## src/verilog/qamDemapPkg.sv

```systemverilog
// shared widths, latencies and legal bits-per-symbol codes for the even QAM LLR demapper
`default_nettype none

package qamDemapPkg;

  // --------------------
  // constellation limits
  // --------------------

  // largest bits per symbol, one word
  localparam int BMAX      = 12;
  // largest bits per axis
  localparam int AXIS_BMAX = BMAX / 2;

  // --------------------
  // data widths
  // --------------------

  // signed input coordinate
  localparam int DAT_W  = 8;
  // signed output soft bit
  localparam int LLR_W  = 5;
  // one guard bit so thr - |t| never wraps
  localparam int FOLD_W = DAT_W + 1;
  // bits-per-symbol code
  localparam int QAM_W  = 4;

  // saturation bounds of one soft bit
  localparam int LLR_MAX = (2 ** (LLR_W - 1)) - 1;
  localparam int LLR_MIN = -(2 ** (LLR_W - 1));

  // --------------------
  // latency in enabled cycles
  // --------------------

  localparam int CORE_LAT = 6;
  // one extra register for the bit ordering
  localparam int TOP_LAT  = CORE_LAT + 1;

  // --------------------
  // legal qam codes
  // --------------------

  localparam logic [QAM_W-1:0] QAM_QPSK = 4'd2;
  localparam logic [QAM_W-1:0] QAM_16   = 4'd4;
  localparam logic [QAM_W-1:0] QAM_64   = 4'd6;
  localparam logic [QAM_W-1:0] QAM_256  = 4'd8;
  localparam logic [QAM_W-1:0] QAM_1024 = 4'd10;
  localparam logic [QAM_W-1:0] QAM_4096 = 4'd12;

  // true for the six square constellations only
  function automatic logic isLegalQam(input logic [QAM_W-1:0] qam);
    case (qam)
      QAM_QPSK, QAM_16, QAM_64, QAM_256, QAM_1024, QAM_4096: return 1'b1;
      default: return 1'b0;
    endcase
  endfunction

endpackage

`default_nettype wire

```

## src/verilog/axisLlrCore.sv

```systemverilog
// per-axis max-log soft-bit pipeline that folds one coordinate into six saturated LLRs
`default_nettype none
`timescale 1ns/1ps

module axisLlrCore
  import qamDemapPkg::*;
(
  input  logic                     iclk,
  input  logic                     ireset,
  input  logic                     iclkena,
  // sample side
  input  logic                     ival,
  input  logic                     isop,
  input  logic [QAM_W-1:0]         iqam,
  input  logic signed [DAT_W-1:0]  idat,
  // soft-bit side
  output logic                     oval,
  output logic                     osop,
  output logic [QAM_W-1:0]         oqam,
  output logic signed [LLR_W-1:0]  oLlr [AXIS_BMAX]
);

  // --------------------
  // helpers
  // --------------------

  // one fold step tk = 2^(m-k) - |t(k-1)|
  // threshold drops to zero once k passes m
  function automatic logic signed [FOLD_W-1:0] foldStep(
    input logic signed [FOLD_W-1:0] t,
    input logic [QAM_W-1:0]         qam,
    input int                       k
  );
    int                       m;
    logic signed [FOLD_W-1:0] thr;
    logic signed [FOLD_W-1:0] mag;
    m = int'(qam >> 1);
    if (m >= k) begin
      thr = FOLD_W'(1 << (m - k));
    end else begin
      thr = '0;
    end
    // |t0| can reach 2^(DAT_W-1) and the guard bit holds it
    mag = (t < 0) ? -t : t;
    return thr - mag;
  endfunction

  // clamp to the signed soft-bit range instead of wrapping
  function automatic logic signed [LLR_W-1:0] satLlr(input logic signed [FOLD_W-1:0] t);
    if (t > LLR_MAX) begin
      return LLR_W'(LLR_MAX);
    end else if (t < LLR_MIN) begin
      return LLR_W'(LLR_MIN);
    end
    return LLR_W'(t);
  endfunction

  // --------------------
  // control chain
  // --------------------

  // index 0 is stage 1
  logic [CORE_LAT-1:0] valSr;
  logic [CORE_LAT-1:0] sopSr;
  logic [QAM_W-1:0]    qamSr [CORE_LAT];

  // one valid bit per stage
  always_ff @(posedge iclk or posedge ireset) begin
    if (ireset) begin
      valSr <= '0;
    end else if (iclkena) begin
      valSr <= {valSr[CORE_LAT-2:0], ival};
    end
  end

  always_ff @(posedge iclk) begin
    if (iclkena) begin
      sopSr    <= {sopSr[CORE_LAT-2:0], isop};
      qamSr[0] <= iqam;
      for (int i = 1; i < CORE_LAT; i++) begin
        qamSr[i] <= qamSr[i-1];
      end
    end
  end

  assign oval = valSr[CORE_LAT-1];
  assign osop = sopSr[CORE_LAT-1];
  assign oqam = qamSr[CORE_LAT-1];

  // --------------------
  // fold pipeline
  // --------------------

  // stage n holds t0 .. t(n-1) and older levels just ride along
  logic signed [FOLD_W-1:0] tS1;
  logic signed [FOLD_W-1:0] tS2 [2];
  logic signed [FOLD_W-1:0] tS3 [3];
  logic signed [FOLD_W-1:0] tS4 [4];
  logic signed [FOLD_W-1:0] tS5 [5];

  // one fold level added per stage
  always_ff @(posedge iclk) begin
    if (iclkena) begin
      // stage 1 takes the coordinate sign extended to fold width
      tS1 <= FOLD_W'(idat);

      // stage 2 does the first fold with the stage 1 qam
      tS2[0] <= tS1;
      tS2[1] <= foldStep(tS1, qamSr[0], 1);

      // stage 3
      for (int j = 0; j < 2; j++) begin
        tS3[j] <= tS2[j];
      end
      tS3[2] <= foldStep(tS2[1], qamSr[1], 2);

      // stage 4
      for (int j = 0; j < 3; j++) begin
        tS4[j] <= tS3[j];
      end
      tS4[3] <= foldStep(tS3[2], qamSr[2], 3);

      // stage 5
      for (int j = 0; j < 4; j++) begin
        tS5[j] <= tS4[j];
      end
      tS5[4] <= foldStep(tS4[3], qamSr[3], 4);
    end
  end

  // --------------------
  // last fold and saturation
  // --------------------

  always_ff @(posedge iclk) begin
    if (iclkena) begin
      for (int j = 0; j < AXIS_BMAX - 1; j++) begin
        oLlr[j] <= satLlr(tS5[j]);
      end
      // t5 is folded and clamped in the same cycle
      oLlr[AXIS_BMAX-1] <= satLlr(foldStep(tS5[4], qamSr[4], 5));
    end
  end

  // --------------------
  // checks
  // --------------------

  // only square constellations may enter the pipeline
  aLegalQam : assert property (
    @(posedge iclk) disable iff (ireset)
    (iclkena && ival) |-> isLegalQam(iqam)
  ) else $error("illegal qam code %0d accepted", iqam);

endmodule

`default_nettype wire

```

## src/verilog/evenQamDemapper.sv

```systemverilog
// even QAM LLR demapper top with two axis pipelines and a registered LSB-first bit ordering
`default_nettype none
`timescale 1ns/1ps

module evenQamDemapper
  import qamDemapPkg::*;
(
  input  logic                     iclk,
  input  logic                     ireset,
  input  logic                     iclkena,
  // complex sample in
  input  logic                     ival,
  input  logic                     isop,
  input  logic [QAM_W-1:0]         iqam,
  input  logic signed [DAT_W-1:0]  idatRe,
  input  logic signed [DAT_W-1:0]  idatIm,
  // soft bits out
  output logic                     oval,
  output logic                     osop,
  output logic [QAM_W-1:0]         oqam,
  output logic signed [LLR_W-1:0]  oLlr [BMAX]
);

  // --------------------
  // axis pipelines
  // --------------------

  logic                    coreVal;
  logic                    coreSop;
  logic [QAM_W-1:0]        coreQam;
  logic signed [LLR_W-1:0] llrRe [AXIS_BMAX];
  logic signed [LLR_W-1:0] llrIm [AXIS_BMAX];

  // real axis also carries the control
  axisLlrCore uCoreRe (
    .iclk    (iclk),
    .ireset  (ireset),
    .iclkena (iclkena),
    .ival    (ival),
    .isop    (isop),
    .iqam    (iqam),
    .idat    (idatRe),
    .oval    (coreVal),
    .osop    (coreSop),
    .oqam    (coreQam),
    .oLlr    (llrRe)
  );

  // imaginary control is identical and left open
  axisLlrCore uCoreIm (
    .iclk    (iclk),
    .ireset  (ireset),
    .iclkena (iclkena),
    .ival    (ival),
    .isop    (isop),
    .iqam    (iqam),
    .idat    (idatIm),
    .oval    (),
    .osop    (),
    .oqam    (),
    .oLlr    (llrIm)
  );

  // --------------------
  // bit ordering
  // --------------------

  // bits per axis of the sample leaving the cores
  logic [2:0]              axisBits;
  logic signed [LLR_W-1:0] llrMap [BMAX];

  always_comb begin
    case (coreQam)
      QAM_QPSK : axisBits = 3'd1;
      QAM_16   : axisBits = 3'd2;
      QAM_64   : axisBits = 3'd3;
      QAM_256  : axisBits = 3'd4;
      QAM_1024 : axisBits = 3'd5;
      // qam4096 and anything unknown keep the full mapping
      default  : axisBits = 3'(AXIS_BMAX);
    endcase
  end

  // least index is the first bit of the symbol
  always_comb begin
    // full mapping with im on top and re below and the first fold highest
    for (int j = 0; j < AXIS_BMAX; j++) begin
      llrMap[BMAX-1-j]      = llrIm[j];
      llrMap[AXIS_BMAX-1-j] = llrRe[j];
    end
    // smaller constellations overwrite only the low 2m entries
    for (int j = 0; j < AXIS_BMAX; j++) begin
      if (j < int'(axisBits)) begin
        llrMap[2*int'(axisBits)-1-j] = llrIm[j];
        llrMap[int'(axisBits)-1-j]   = llrRe[j];
      end
    end
  end

  // --------------------
  // output register
  // --------------------

  always_ff @(posedge iclk or posedge ireset) begin
    if (ireset) begin
      oval <= 1'b0;
    end else if (iclkena) begin
      oval <= coreVal;
    end
  end

  // payload follows the enable only
  always_ff @(posedge iclk) begin
    if (iclkena) begin
      osop <= coreSop;
      oqam <= coreQam;
      for (int i = 0; i < BMAX; i++) begin
        oLlr[i] <= llrMap[i];
      end
    end
  end

  // --------------------
  // checks
  // --------------------

  // qam carried through both pipeline levels must stay a square code
  aOutQamEven : assert property (
    @(posedge iclk) disable iff (ireset)
    oval |-> (oqam != '0 && !oqam[0])
  ) else $error("odd or zero qam code %0d on output", oqam);

endmodule

`default_nettype wire

```

## config.mk

```make
export PLATFORM = sky130hd
export DESIGN_NAME = evenQamDemapper
export DESIGN_NICKNAME = d
export VERILOG_FILES = /design/src/verilog/qamDemapPkg.sv /design/src/verilog/axisLlrCore.sv /design/src/verilog/evenQamDemapper.sv
export SDC_FILE = /design/constraint.sdc
export NUM_CORES = 1
export LEC_CHECK = 0
export ABC_AREA = 1
export BUFFER_PORTS_ARGS = -buffer_cell sky130_fd_sc_hd__buf_2
export CAP_MARGIN = 20
export CORE_MARGIN = 3
export CORE_UTILIZATION = 55
export CTS_CLUSTER_DIAMETER = 120
export DETAILED_ROUTE_END_ITERATION = 10
export GPL_TIMING_DRIVEN = 0
export PLACE_DENSITY = 0.75
export SLEW_MARGIN = 20
export SYNTH_ARGS = -nofsm -noshare
export SYNTH_HDL_FRONTEND = slang
export SYNTH_SLANG_ARGS = --single-unit
```

## constraint.sdc

```tcl
create_clock -name iclk -period 4.68 [get_ports iclk]
set_input_delay 0 -clock iclk [delete_from_list [all_inputs] [get_ports iclk]]
set_output_delay 0 -clock iclk [all_outputs]
set_load 0.005 [all_outputs]
```

---- After elaboration in Yosys (flattened, before gate mapping) ----
Memory sizes are Yosys's and may differ from the RTL's.
Cells that the tools add are included.
W data, S select, Z words.
storage, ports and cells
  register bits after elaboration ......... 154
  bits in writable memories ............... 300
  input bits .............................. 25
  word-level logic and storage cells ...... 343
  memories ................................ 10
operators by class
  add/sub/neg operators ................... 42
  magnitude comparators ................... 74
  eq/ne operators ......................... 5
  shift-type cells ........................ 10
  muxes and demuxes ....................... 147
  bitwise gates (word level) .............. 12
  reduce and logical (&&, ||, !) cells .... 12
memories
  name         words  width  rd ports  clocked after Yosys merged registers in  wr ports  line               text
  uCoreIm.tS5  5      9      5         0                                        5         axisLlrCore.sv:99  logic signed [FOLD_W-1:0] tS5 [5];
  uCoreRe.tS5  5      9      5         0                                        5         axisLlrCore.sv:99
  uCoreIm.tS4  4      9      4         0                                        4         axisLlrCore.sv:98  logic signed [FOLD_W-1:0] tS4 [4];
  uCoreRe.tS4  4      9      4         0                                        4         axisLlrCore.sv:98
  uCoreIm.tS3  3      9      3         0                                        3         axisLlrCore.sv:97  logic signed [FOLD_W-1:0] tS3 [3];
  uCoreRe.tS3  3      9      3         0                                        3         axisLlrCore.sv:97
  +4 memories  --     --     --        --                                       --        --
operators by type and width
  operator                count
  $bwmux W60              12
  $ge A32 B5 Y1 const B   12
  $lt A32 B1 Y1 const B   12
  $not A32 Y32            12
  $mux W60                6
  $shl A1 B32 Y9 const A  10
  $mux W9                 30
  $demux W5 S4            12
  $mux W5                 48
  $gt A9 B5 Y1 const B    12
  $lt A9 B5 Y1 const B    12
  $sub A9 B9 Y9           10
  $lt A9 B1 Y1 const B    8
  $neg A9 Y9              8
  $mux W1                 38
  $neg A8 Y9              2
  $lt A8 B1 Y1 const B    2
  $sub A3 B2 Y4 const B   4
  $sub A3 B3 Y4 const B   4
  $pmux W3 S5             1
  $ge A3 B2 Y1 const B    4
  $ge A3 B3 Y1 const B    4
  $logic_and A1 B1 Y1     12
  $sub A3 B1 Y4 const B   3
  14 further kinds        24

---- Longest topological paths before layout ----
Gate-level depths: netlist of the first run.
  depth in word-level cells ............... 26
  depth in mapped cells ................... 28

---- By module ----
From an unflattened synthesis of the first run, not the netlist that was laid out.
unflattened totals
  cell total of the unflattened synthesis .. 2688
  area, all modules ....................... 25784.7 µm²
modules (own cells, without submodules)
  module           instances  cells each  area each (µm²)
  axisLlrCore      2          816         9360.2
  evenQamDemapper  1          1056        7064.3

---- Worst setup path before layout of the first run ----
No wires, ideal clock.
  kind .................................... register -> register
  from .................................... mem uCoreRe.qamSr[5][2]
  to ...................................... reg oLlr[30] (netlist bit) (data pin)
  arrival ................................. 4.364 ns
  required time ........................... 4.421 ns
  setup slack ............................. 0.058 ns
  cell stages (with the launch flop) ...... 22
  clock period less this slack ............ 4.622 ns
  cells stage by stage .................... edfxtp_1 inv_1 nand3_4 ha_1 nand2_8 clkbuf_1 clkinv_1 clkbuf_1 nor2_1 inv_1 ha_1 clkbuf_1 inv_1 ha_1 inv_1 nand2_1 inv_2 nand2_1 nor3_1 inv_2 o211ai_1 nand2_1
RTL lines
  item                            line                    text
  start: declaration              axisLlrCore.sv:65       logic [QAM_W-1:0] qamSr [CORE_LAT];
  end signal: indexed assignment  evenQamDemapper.sv:118  oLlr[i] <= llrMap[i];
  end: declaration                evenQamDemapper.sv:21   output logic signed [LLR_W-1:0] oLlr [BMAX]

==> results of run 1 <==
-- area by class of cell --
cell class	count	share of cell area [%]
multi-input cells	1693	35.7
clock buffers	55	4.32
repair buffers	130	3.37
inverters	396	5.47
clock inverters	25	1.20
flip-flops and latches	422	46.2
plain buffers	56	1.06
well taps	577	2.64
-- what timing repair did --
action | 4_1_cts | 5_1_grt
gates resized for setup | 16 | 17
pin swaps | 1 | 4
hold endpoints to repair | 38 | 0
hold buffers | 27 | 0
setup buffers | 4 | 5
endpoints found under the setup margin | 60 | 59
-- final timing paths --
| kind | from | endpoint | slack, ps | cells past startpoint |
|---|---|---|---|---|
| min in group asynchronous | ireset | uCoreRe.valSr[5] | 450 | 4 |
| worst max register to register | uCoreRe.qamSr[5][0] | oLlr[26] | 150 | 22 |
| worst min-delay path | idatIm[6] | uCoreIm.tS1[6] | 90 | 2 |
| worst max-delay path | uCoreRe.qamSr[5][0] | oLlr[26] | 150 | 22 |
| max in group asynchronous | ireset | uCoreRe.valSr[0] | 4010 | 4 |
| worst min register to register | uCoreRe.tS3[0][11] | uCoreRe.tS4[1][2] | 420 | 0 |
-- layer usage --
layer	vias up	routed length, um
li1	9032	-
met1	9042	28300
met2	868	35700
met3	209	4980
met4	0	3730
met5	-	0
-- cell families after synthesis --
kind of cell	synth area share [%]
other	0.0156
and+or+nand+nor	17.7
muxes	0.0468
AOI/OAI and AO/OA	11.0
adders and majority gates	6.97
buffers and inverters	7.30
DFF	52.5
xor gates and xnor gates	4.37
-- state kept, by name, summed over array words and instances (netlist names), 16 cells and up --
signal         flops
uCoreIm.tS3       26
uCoreIm.tS2       17
uCoreIm.tS5       44
uCoreRe.tS4       35
uCoreRe.tS2       17
uCoreIm.oLlr      30
uCoreRe.tS5       44
uCoreIm.qamSr     16
uCoreRe.tS3       26
uCoreRe.oLlr      30
oLlr              60
uCoreIm.tS4       35
-- metrics by stage --
stage	instances	area, um2	util, %	hold slack [ps]
5_1_grt	3354	27400	64.2	111
6_report	3354	27400	64.2	90.9
4_1_cts	3350	27200	63.9	74.0
3_5_place_dp	3239	25400	59.5	-54.8
3_3_place_gp	3235	25200	59.3	-76.1
2_1_floorplan	2568	24100	-	-197
-- power groups by stage --
stage	clock network, mW	logic, mW	registers (mW)
floorplan	0	2.60	5.38
global placement	0	3.61	5.61
detailed placement	0	3.73	5.61
CTS	3.66	3.81	5.53
global route	3.81	4.31	5.60
finish	3.60	3.88	5.55
-- placed cells by master (no fill, tap or decap), types with 11 or more instances in the layout --
cell type / count
ha_1: 116
buf_4: 15
xor2_1: 91
dlygate4sd3_1: 27
inv_2: 26
o211ai_1: 47
edfxtp_1: 415
nor2_1: 137
buf_2: 96
a21oi_1: 149
xnor2_1: 29
o22ai_1: 14
nand4_1: 26
nand3_1: 88
nor3_1: 41
nand2_4: 11
clkbuf_1: 44
o21ai_1: 39
a31oi_1: 16
o21ai_0: 167
clkbuf_16: 44
nor2_4: 13
inv_1: 365
nand2_1: 587
nand2_2: 12
==> metrics.txt, run 1 <==
Critical-path top delay cell=ha_1; pin count of the biggest net entering global routing=112; #FFs+latches synth=approximately 420; clk_lat worst skew=between 600 and 700 ps; clock power share=27.6%; Wirelength per Cell=roughly 22 um; Max FO, Critical Path=10; Final TNS setup=0 ps; Detailed Routing Iterations Pass 1=6; grt peak-use layer=met2; Setup Skew=25.0 ps; P&R area growth vs syn=13.7%; H-tree depth=2; antenna viol nets, final=0; first-pass GRT wire length=~110 mm; Rows=75; Comb power frac=29.8%; I/O pins=a little over 90; Worst Tran Pin Value=around 1100 ps; type of the worst setup path=reg2reg; period utilization=a little over nine tenths; switching part of the total=roughly a third; vias in the first global route=18,600; Max Cap Violations=0; Placer Congestion=0.999; Worst-path clk slew=70 ps; CP Launch Type=register; Multi-input gate area=a little under 10,000 um2; Synth Flop Type=edfxtp_1; yosys warns=0; total congestion overflow=0; HPWL after DPL=approximately 54 mm; met3 Use GR=4.83%; CTS tree=yes; cell-by-cell trace of the critical path=inv_2 -> buf_12 -> nand3_4 -> ha_4 -> nand2_8 -> buf_8 -> clkinv_2 -> buf_4 -> nor2_4 -> buf_4 -> ha_1 -> inv_2 -> nor2_2 -> inv_2 -> nand2_1 -> inv_2 -> o211ai_1 -> nand3_1 -> o21ai_1 -> nand2_1 -> nand2_1 -> nand2_1; slowest stage delay, CP=around 540 ps; Vias/cell=~5.7; internal power=8.48 mW; Power Dens Cells=approximately 480 nW/um2; fmax=about 220 MHz; Commonest cells post-synth=nand2_1, edfxtp_1, inv_1, o21ai_0, a21oi_1; Initial Util=56.5%; initial antenna violation count=0; Root Driver=clkbuf_16; worst vdd ir=approximately 500 uV; DRC Markers=0; sw power=about 4.6 mW; layout cells sized above 1=between 10% and 20%; Die Ht=between 200 and 250 um; final setup margin=~150 ps; diode count=0; DIE AREA=46,300 um2; grt met1 use=roughly 38%; post-layout total power=13.0 mW; Fin. Hold Viols=0; Num CTS Buffers=44; EDFF count, synth=approximately 420; # setup viols final=0; Critical Path End Type=register; most frequent cell after synthesis=nand2_1; final slew viol count=0; Slew headroom=a little under a quarter; Hold Path Class=in2reg; FF+latch area=about 13,000 um2; Initial DRC Count=between 1,500 and 2,000; Max Root-Sink Buffers=3; Total GRT Usage=31.0%; CP arrival=just under 5000 ps; Avg Inst Size Synth=between 9 and 10 um2; Core Region=42,600 um2; family with the most delay on the worst path=buffers and inverters; status=complete, no violations; Synth Instances=2,561; register area share after synthesis=a little over half; synth unique cells=52; cell taking the most area after synthesis=edfxtp_1; ys async rst share=approximately 1.7%; Worst EP required=5020 ps; PortBufs=90; Tmin final=between 4000 and 5000 ps; Post-Place Setup Slack=-1640 ps; via count=about 19,000; met2 GRT Util=roughly 54%; sequential share of power=between 40% and 50%; total clock sinks=approximately 420; Synth top area share=51.8%; chip width=~220 um; Layout Nets=slightly below 3,000; fill cell count=approximately 3,400; Synth area leaders=edfxtp_1, nand2_1, ha_1; WL final=just over 70 mm; P_leak=about 12 nW; WP buf/inv=9; post-synthesis cell area=about 24,000 um2
Note: power is estimated with default switching activity, not from simulation.
==> run 2, diff against run 1 <==
--- a/config.mk
+++ b/config.mk
@@ -13,7 +13,8 @@
 export CTS_CLUSTER_DIAMETER = 120
 export DETAILED_ROUTE_END_ITERATION = 10
 export GPL_TIMING_DRIVEN = 0
-export PLACE_DENSITY = 0.75
+export PLACE_DENSITY = 0.72
+export REMOVE_ABC_BUFFERS = 1
 export SLEW_MARGIN = 20
 export SYNTH_ARGS = -nofsm -noshare
 export SYNTH_HDL_FRONTEND = slang
==> constraint.sdc (replaced) <==
create_clock -name iclk -period 4.9 [get_ports iclk]
set_input_delay 0 -clock iclk [delete_from_list [all_inputs] [get_ports iclk]]
set_output_delay 0 -clock iclk [all_outputs]
set_load 0.005 [all_outputs]
==> run 2 against run 1 <==
Sequential power down 3%; worst hold slack improved by 41 ps; first-iteration DRC count shrank 3.2%; critical path type unchanged; largest cell class unchanged; critical endpoint is now oLlr[50]; combinational power is 8.5% lower.
==> metrics.txt, run 2 (same netlist as run 1, synthesis figures left out) <==
non-filler instance count after layout=3,290 (was 3,354); type of the worst setup path=reg2reg (unchanged); fill cell count=3,533 (was 3,422); HPWL after DPL=51.3 mm (was 54.3 mm); Detailed Routing Iterations Pass 1=8 (was 6); Hold Path Class=in2reg (unchanged); Vias/cell=5.66 (was 5.71); Wirelength per Cell=20.8 um (was 21.7 um); max FFs per register=60 (unchanged); RSZ-0062 raised after global routing=false; Tmin final=4600 ps (was 4530 ps); CP arrival=4950 ps (was 4870 ps); initial antenna violation count=0 (unchanged); Max Root-Sink Buffers=3 (unchanged); DRC Markers=0 (unchanged); Initial Util=56.5% (unchanged); layout cells sized above 1=9.95% (was 10.8%); CP Launch Type=register (unchanged); total congestion overflow=0 (unchanged); diode count=0 (unchanged); Critical Path End Type=register (unchanged); Placed Cells=3,182 (was 3,239); vias in the first global route=18,300 (was 18,600); clk_lat worst skew=590 ps (was 610 ps); Placer Congestion=0.992 (was 0.999); P&R area growth vs syn=11.8% (was 13.7%); # setup viols final=0 (unchanged); Die Ht=215 um (unchanged); total clock sinks=422 (unchanged); Worst EP required=5240 ps (was 5020 ps); pin count of the biggest net entering global routing=115 (was 112); CTS tree=yes (unchanged); Setup Skew=29.9 ps (was 25.0 ps); fmax=217 MHz (was 221 MHz); Initial DRC Count=1,757 (was 1,815); post-layout total power=12.2 mW (was 13.0 mW); final slew viol count=0 (unchanged); via count=18,600 (was 19,200); Core Region=42,600 um2 (unchanged); most frequent cells in the layout=nand2_1, edfxtp_1, inv_1 (unchanged); Top reg by flops=oLlr (unchanged); Top Registers=oLlr: 60 flops, uCoreIm.tS5: 44 flops, uCoreRe.tS5: 44 flops (unchanged); commonest non-fill, non-tap cell in the layout=nand2_1 (unchanged); Total GRT Usage=29.6% (was 31.0%); Num CTS Buffers=43 (was 44); status=complete, no violations (unchanged); Max Cap Violations=0 (unchanged); Layout Nets=2,834 (was 2,896); antenna viol nets, final=0 (unchanged); WL final=68.4 mm (was 72.7 mm); Root Driver=clkbuf_16 (unchanged); Max FO, Critical Path=28 (was 10); Rows=75 (unchanged); period utilization=94.0% (was 96.7%); chip width=215 um (unchanged); H-tree depth=2 (unchanged); Worst Tran Pin Value=866 ps (was 1150 ps); Slew headroom=42.3% (was 23.4%); I/O pins=91 (unchanged); first-pass GRT wire length=105 mm (was 109 mm); PortBufs=90 (unchanged); Fin. Hold Viols=0 (unchanged); Power Dens Cells=456 nW/um2 (was 477 nW/um2); worst vdd ir=365 uV (was 501 uV); P_leak=11.8 nW (was 12.0 nW); DIE AREA=46,300 um2 (unchanged); Worst-path clk slew=60 ps (was 70 ps)
==> run 2: cell count changes in the layout (fill, tap and decap cells not counted), sizes merged <==
cell / previous run / this run
buf: 121 / 98
clkinv: 18 / 21
clkinvlp: 2 / 4
inv: 396 / 397
bufinv: 5 / 6
clkbuf: 93 / 45
==> run 2: report_power, final <==
| group | total, mW | leakage [nW] | internal (mW) | switching, mW |
|---|---|---|---|---|
| clock | 3.33 | 0.703 | 1.94 | 1.39 |
| combinational | 3.55 | 6.94 | 1.26 | 2.29 |
| sequential | 5.37 | 4.12 | 4.81 | 0.558 |
==> run 2: critical path: stages (launching register included) <==
cell	delay, ps
edfxtp_1	460
inv_1	130
nand3_4	210
ha_1	360
nand2_8	260
clkinv_4	230
nor2_4	190
inv_1	130
ha_4	410
clkinvlp_4	200
ha_1	210
inv_1	100
nand2_1	70
inv_2	160
nor2_4	70
nor2_8	190
nand2_4	120
nand2_1	70
nand2_1	140
o211ai_1	160
nand3_1	190
a21oi_1	180
nor2_1	50
==> run 2: routing by layer <==
metal  routed length [um]  global-route usage, %  vias up
met5                    0                      0        -
li1                     -                      -     8894
met2                34100                   51.9      721
met4                 3280                   13.8        0
met1                26300                   36.0     8828
met3                 4700                   4.72      173
==> run 2: path summary, 6_finish.rpt <==
kind / depth (start not counted) / slack (ps) / from / to
worst min-delay path: 2 / 130 / idatIm[5] / uCoreIm.tS1[5]
worst min register to register: 0 / 410 / uCoreRe.tS2[0][2] / uCoreRe.tS3[0][2]
min in group asynchronous: 4 / 470 / ireset / uCoreRe.valSr[5]
max in group asynchronous: 4 / 4210 / ireset / uCoreRe.valSr[3]
worst max register to register: 22 / 300 / uCoreRe.qamSr[5][2] / oLlr[50]
worst max-delay path: 22 / 300 / uCoreRe.qamSr[5][2] / oLlr[50]
==> run 2: layout make-up <==
class                      instances  area, um2  area share, %
sequential                       422      12600           47.0
multi-input combinational       1693       9730           36.2
tap                              577        722           2.68
clock buffer                      45       1080           4.03
clock inverter                    32        352           1.31
inverter                         396       1500           5.57
timing repair buffer             125        871           3.24
==> run 2: what timing repair did <==
action,in CTS,in global routing
resized for setup,5,9
hold buffers,27,0
hold endpoints to repair,72,0
setup buffers,0,4
endpoints found under the setup margin,60,59
==> run 2: stage by stage <==
step / cell area [um2] / TNS (ps) / setup WS (ps) / hold WS [ps] / utilization [%]
CTS: 26800 / 0 / 34.5 / 99.6 / 63.0
global route: 26900 / 0 / 23.6 / 136 / 63.1
floorplan: 23800 / 0 / 743 / -197 / -
detailed placement: 25100 / -33740 / -710 / -49.2 / 58.9
finish: 26900 / 0 / 296 / 132 / 63.1
global placement: 25000 / -833290 / -2260 / -70.1 / 58.6
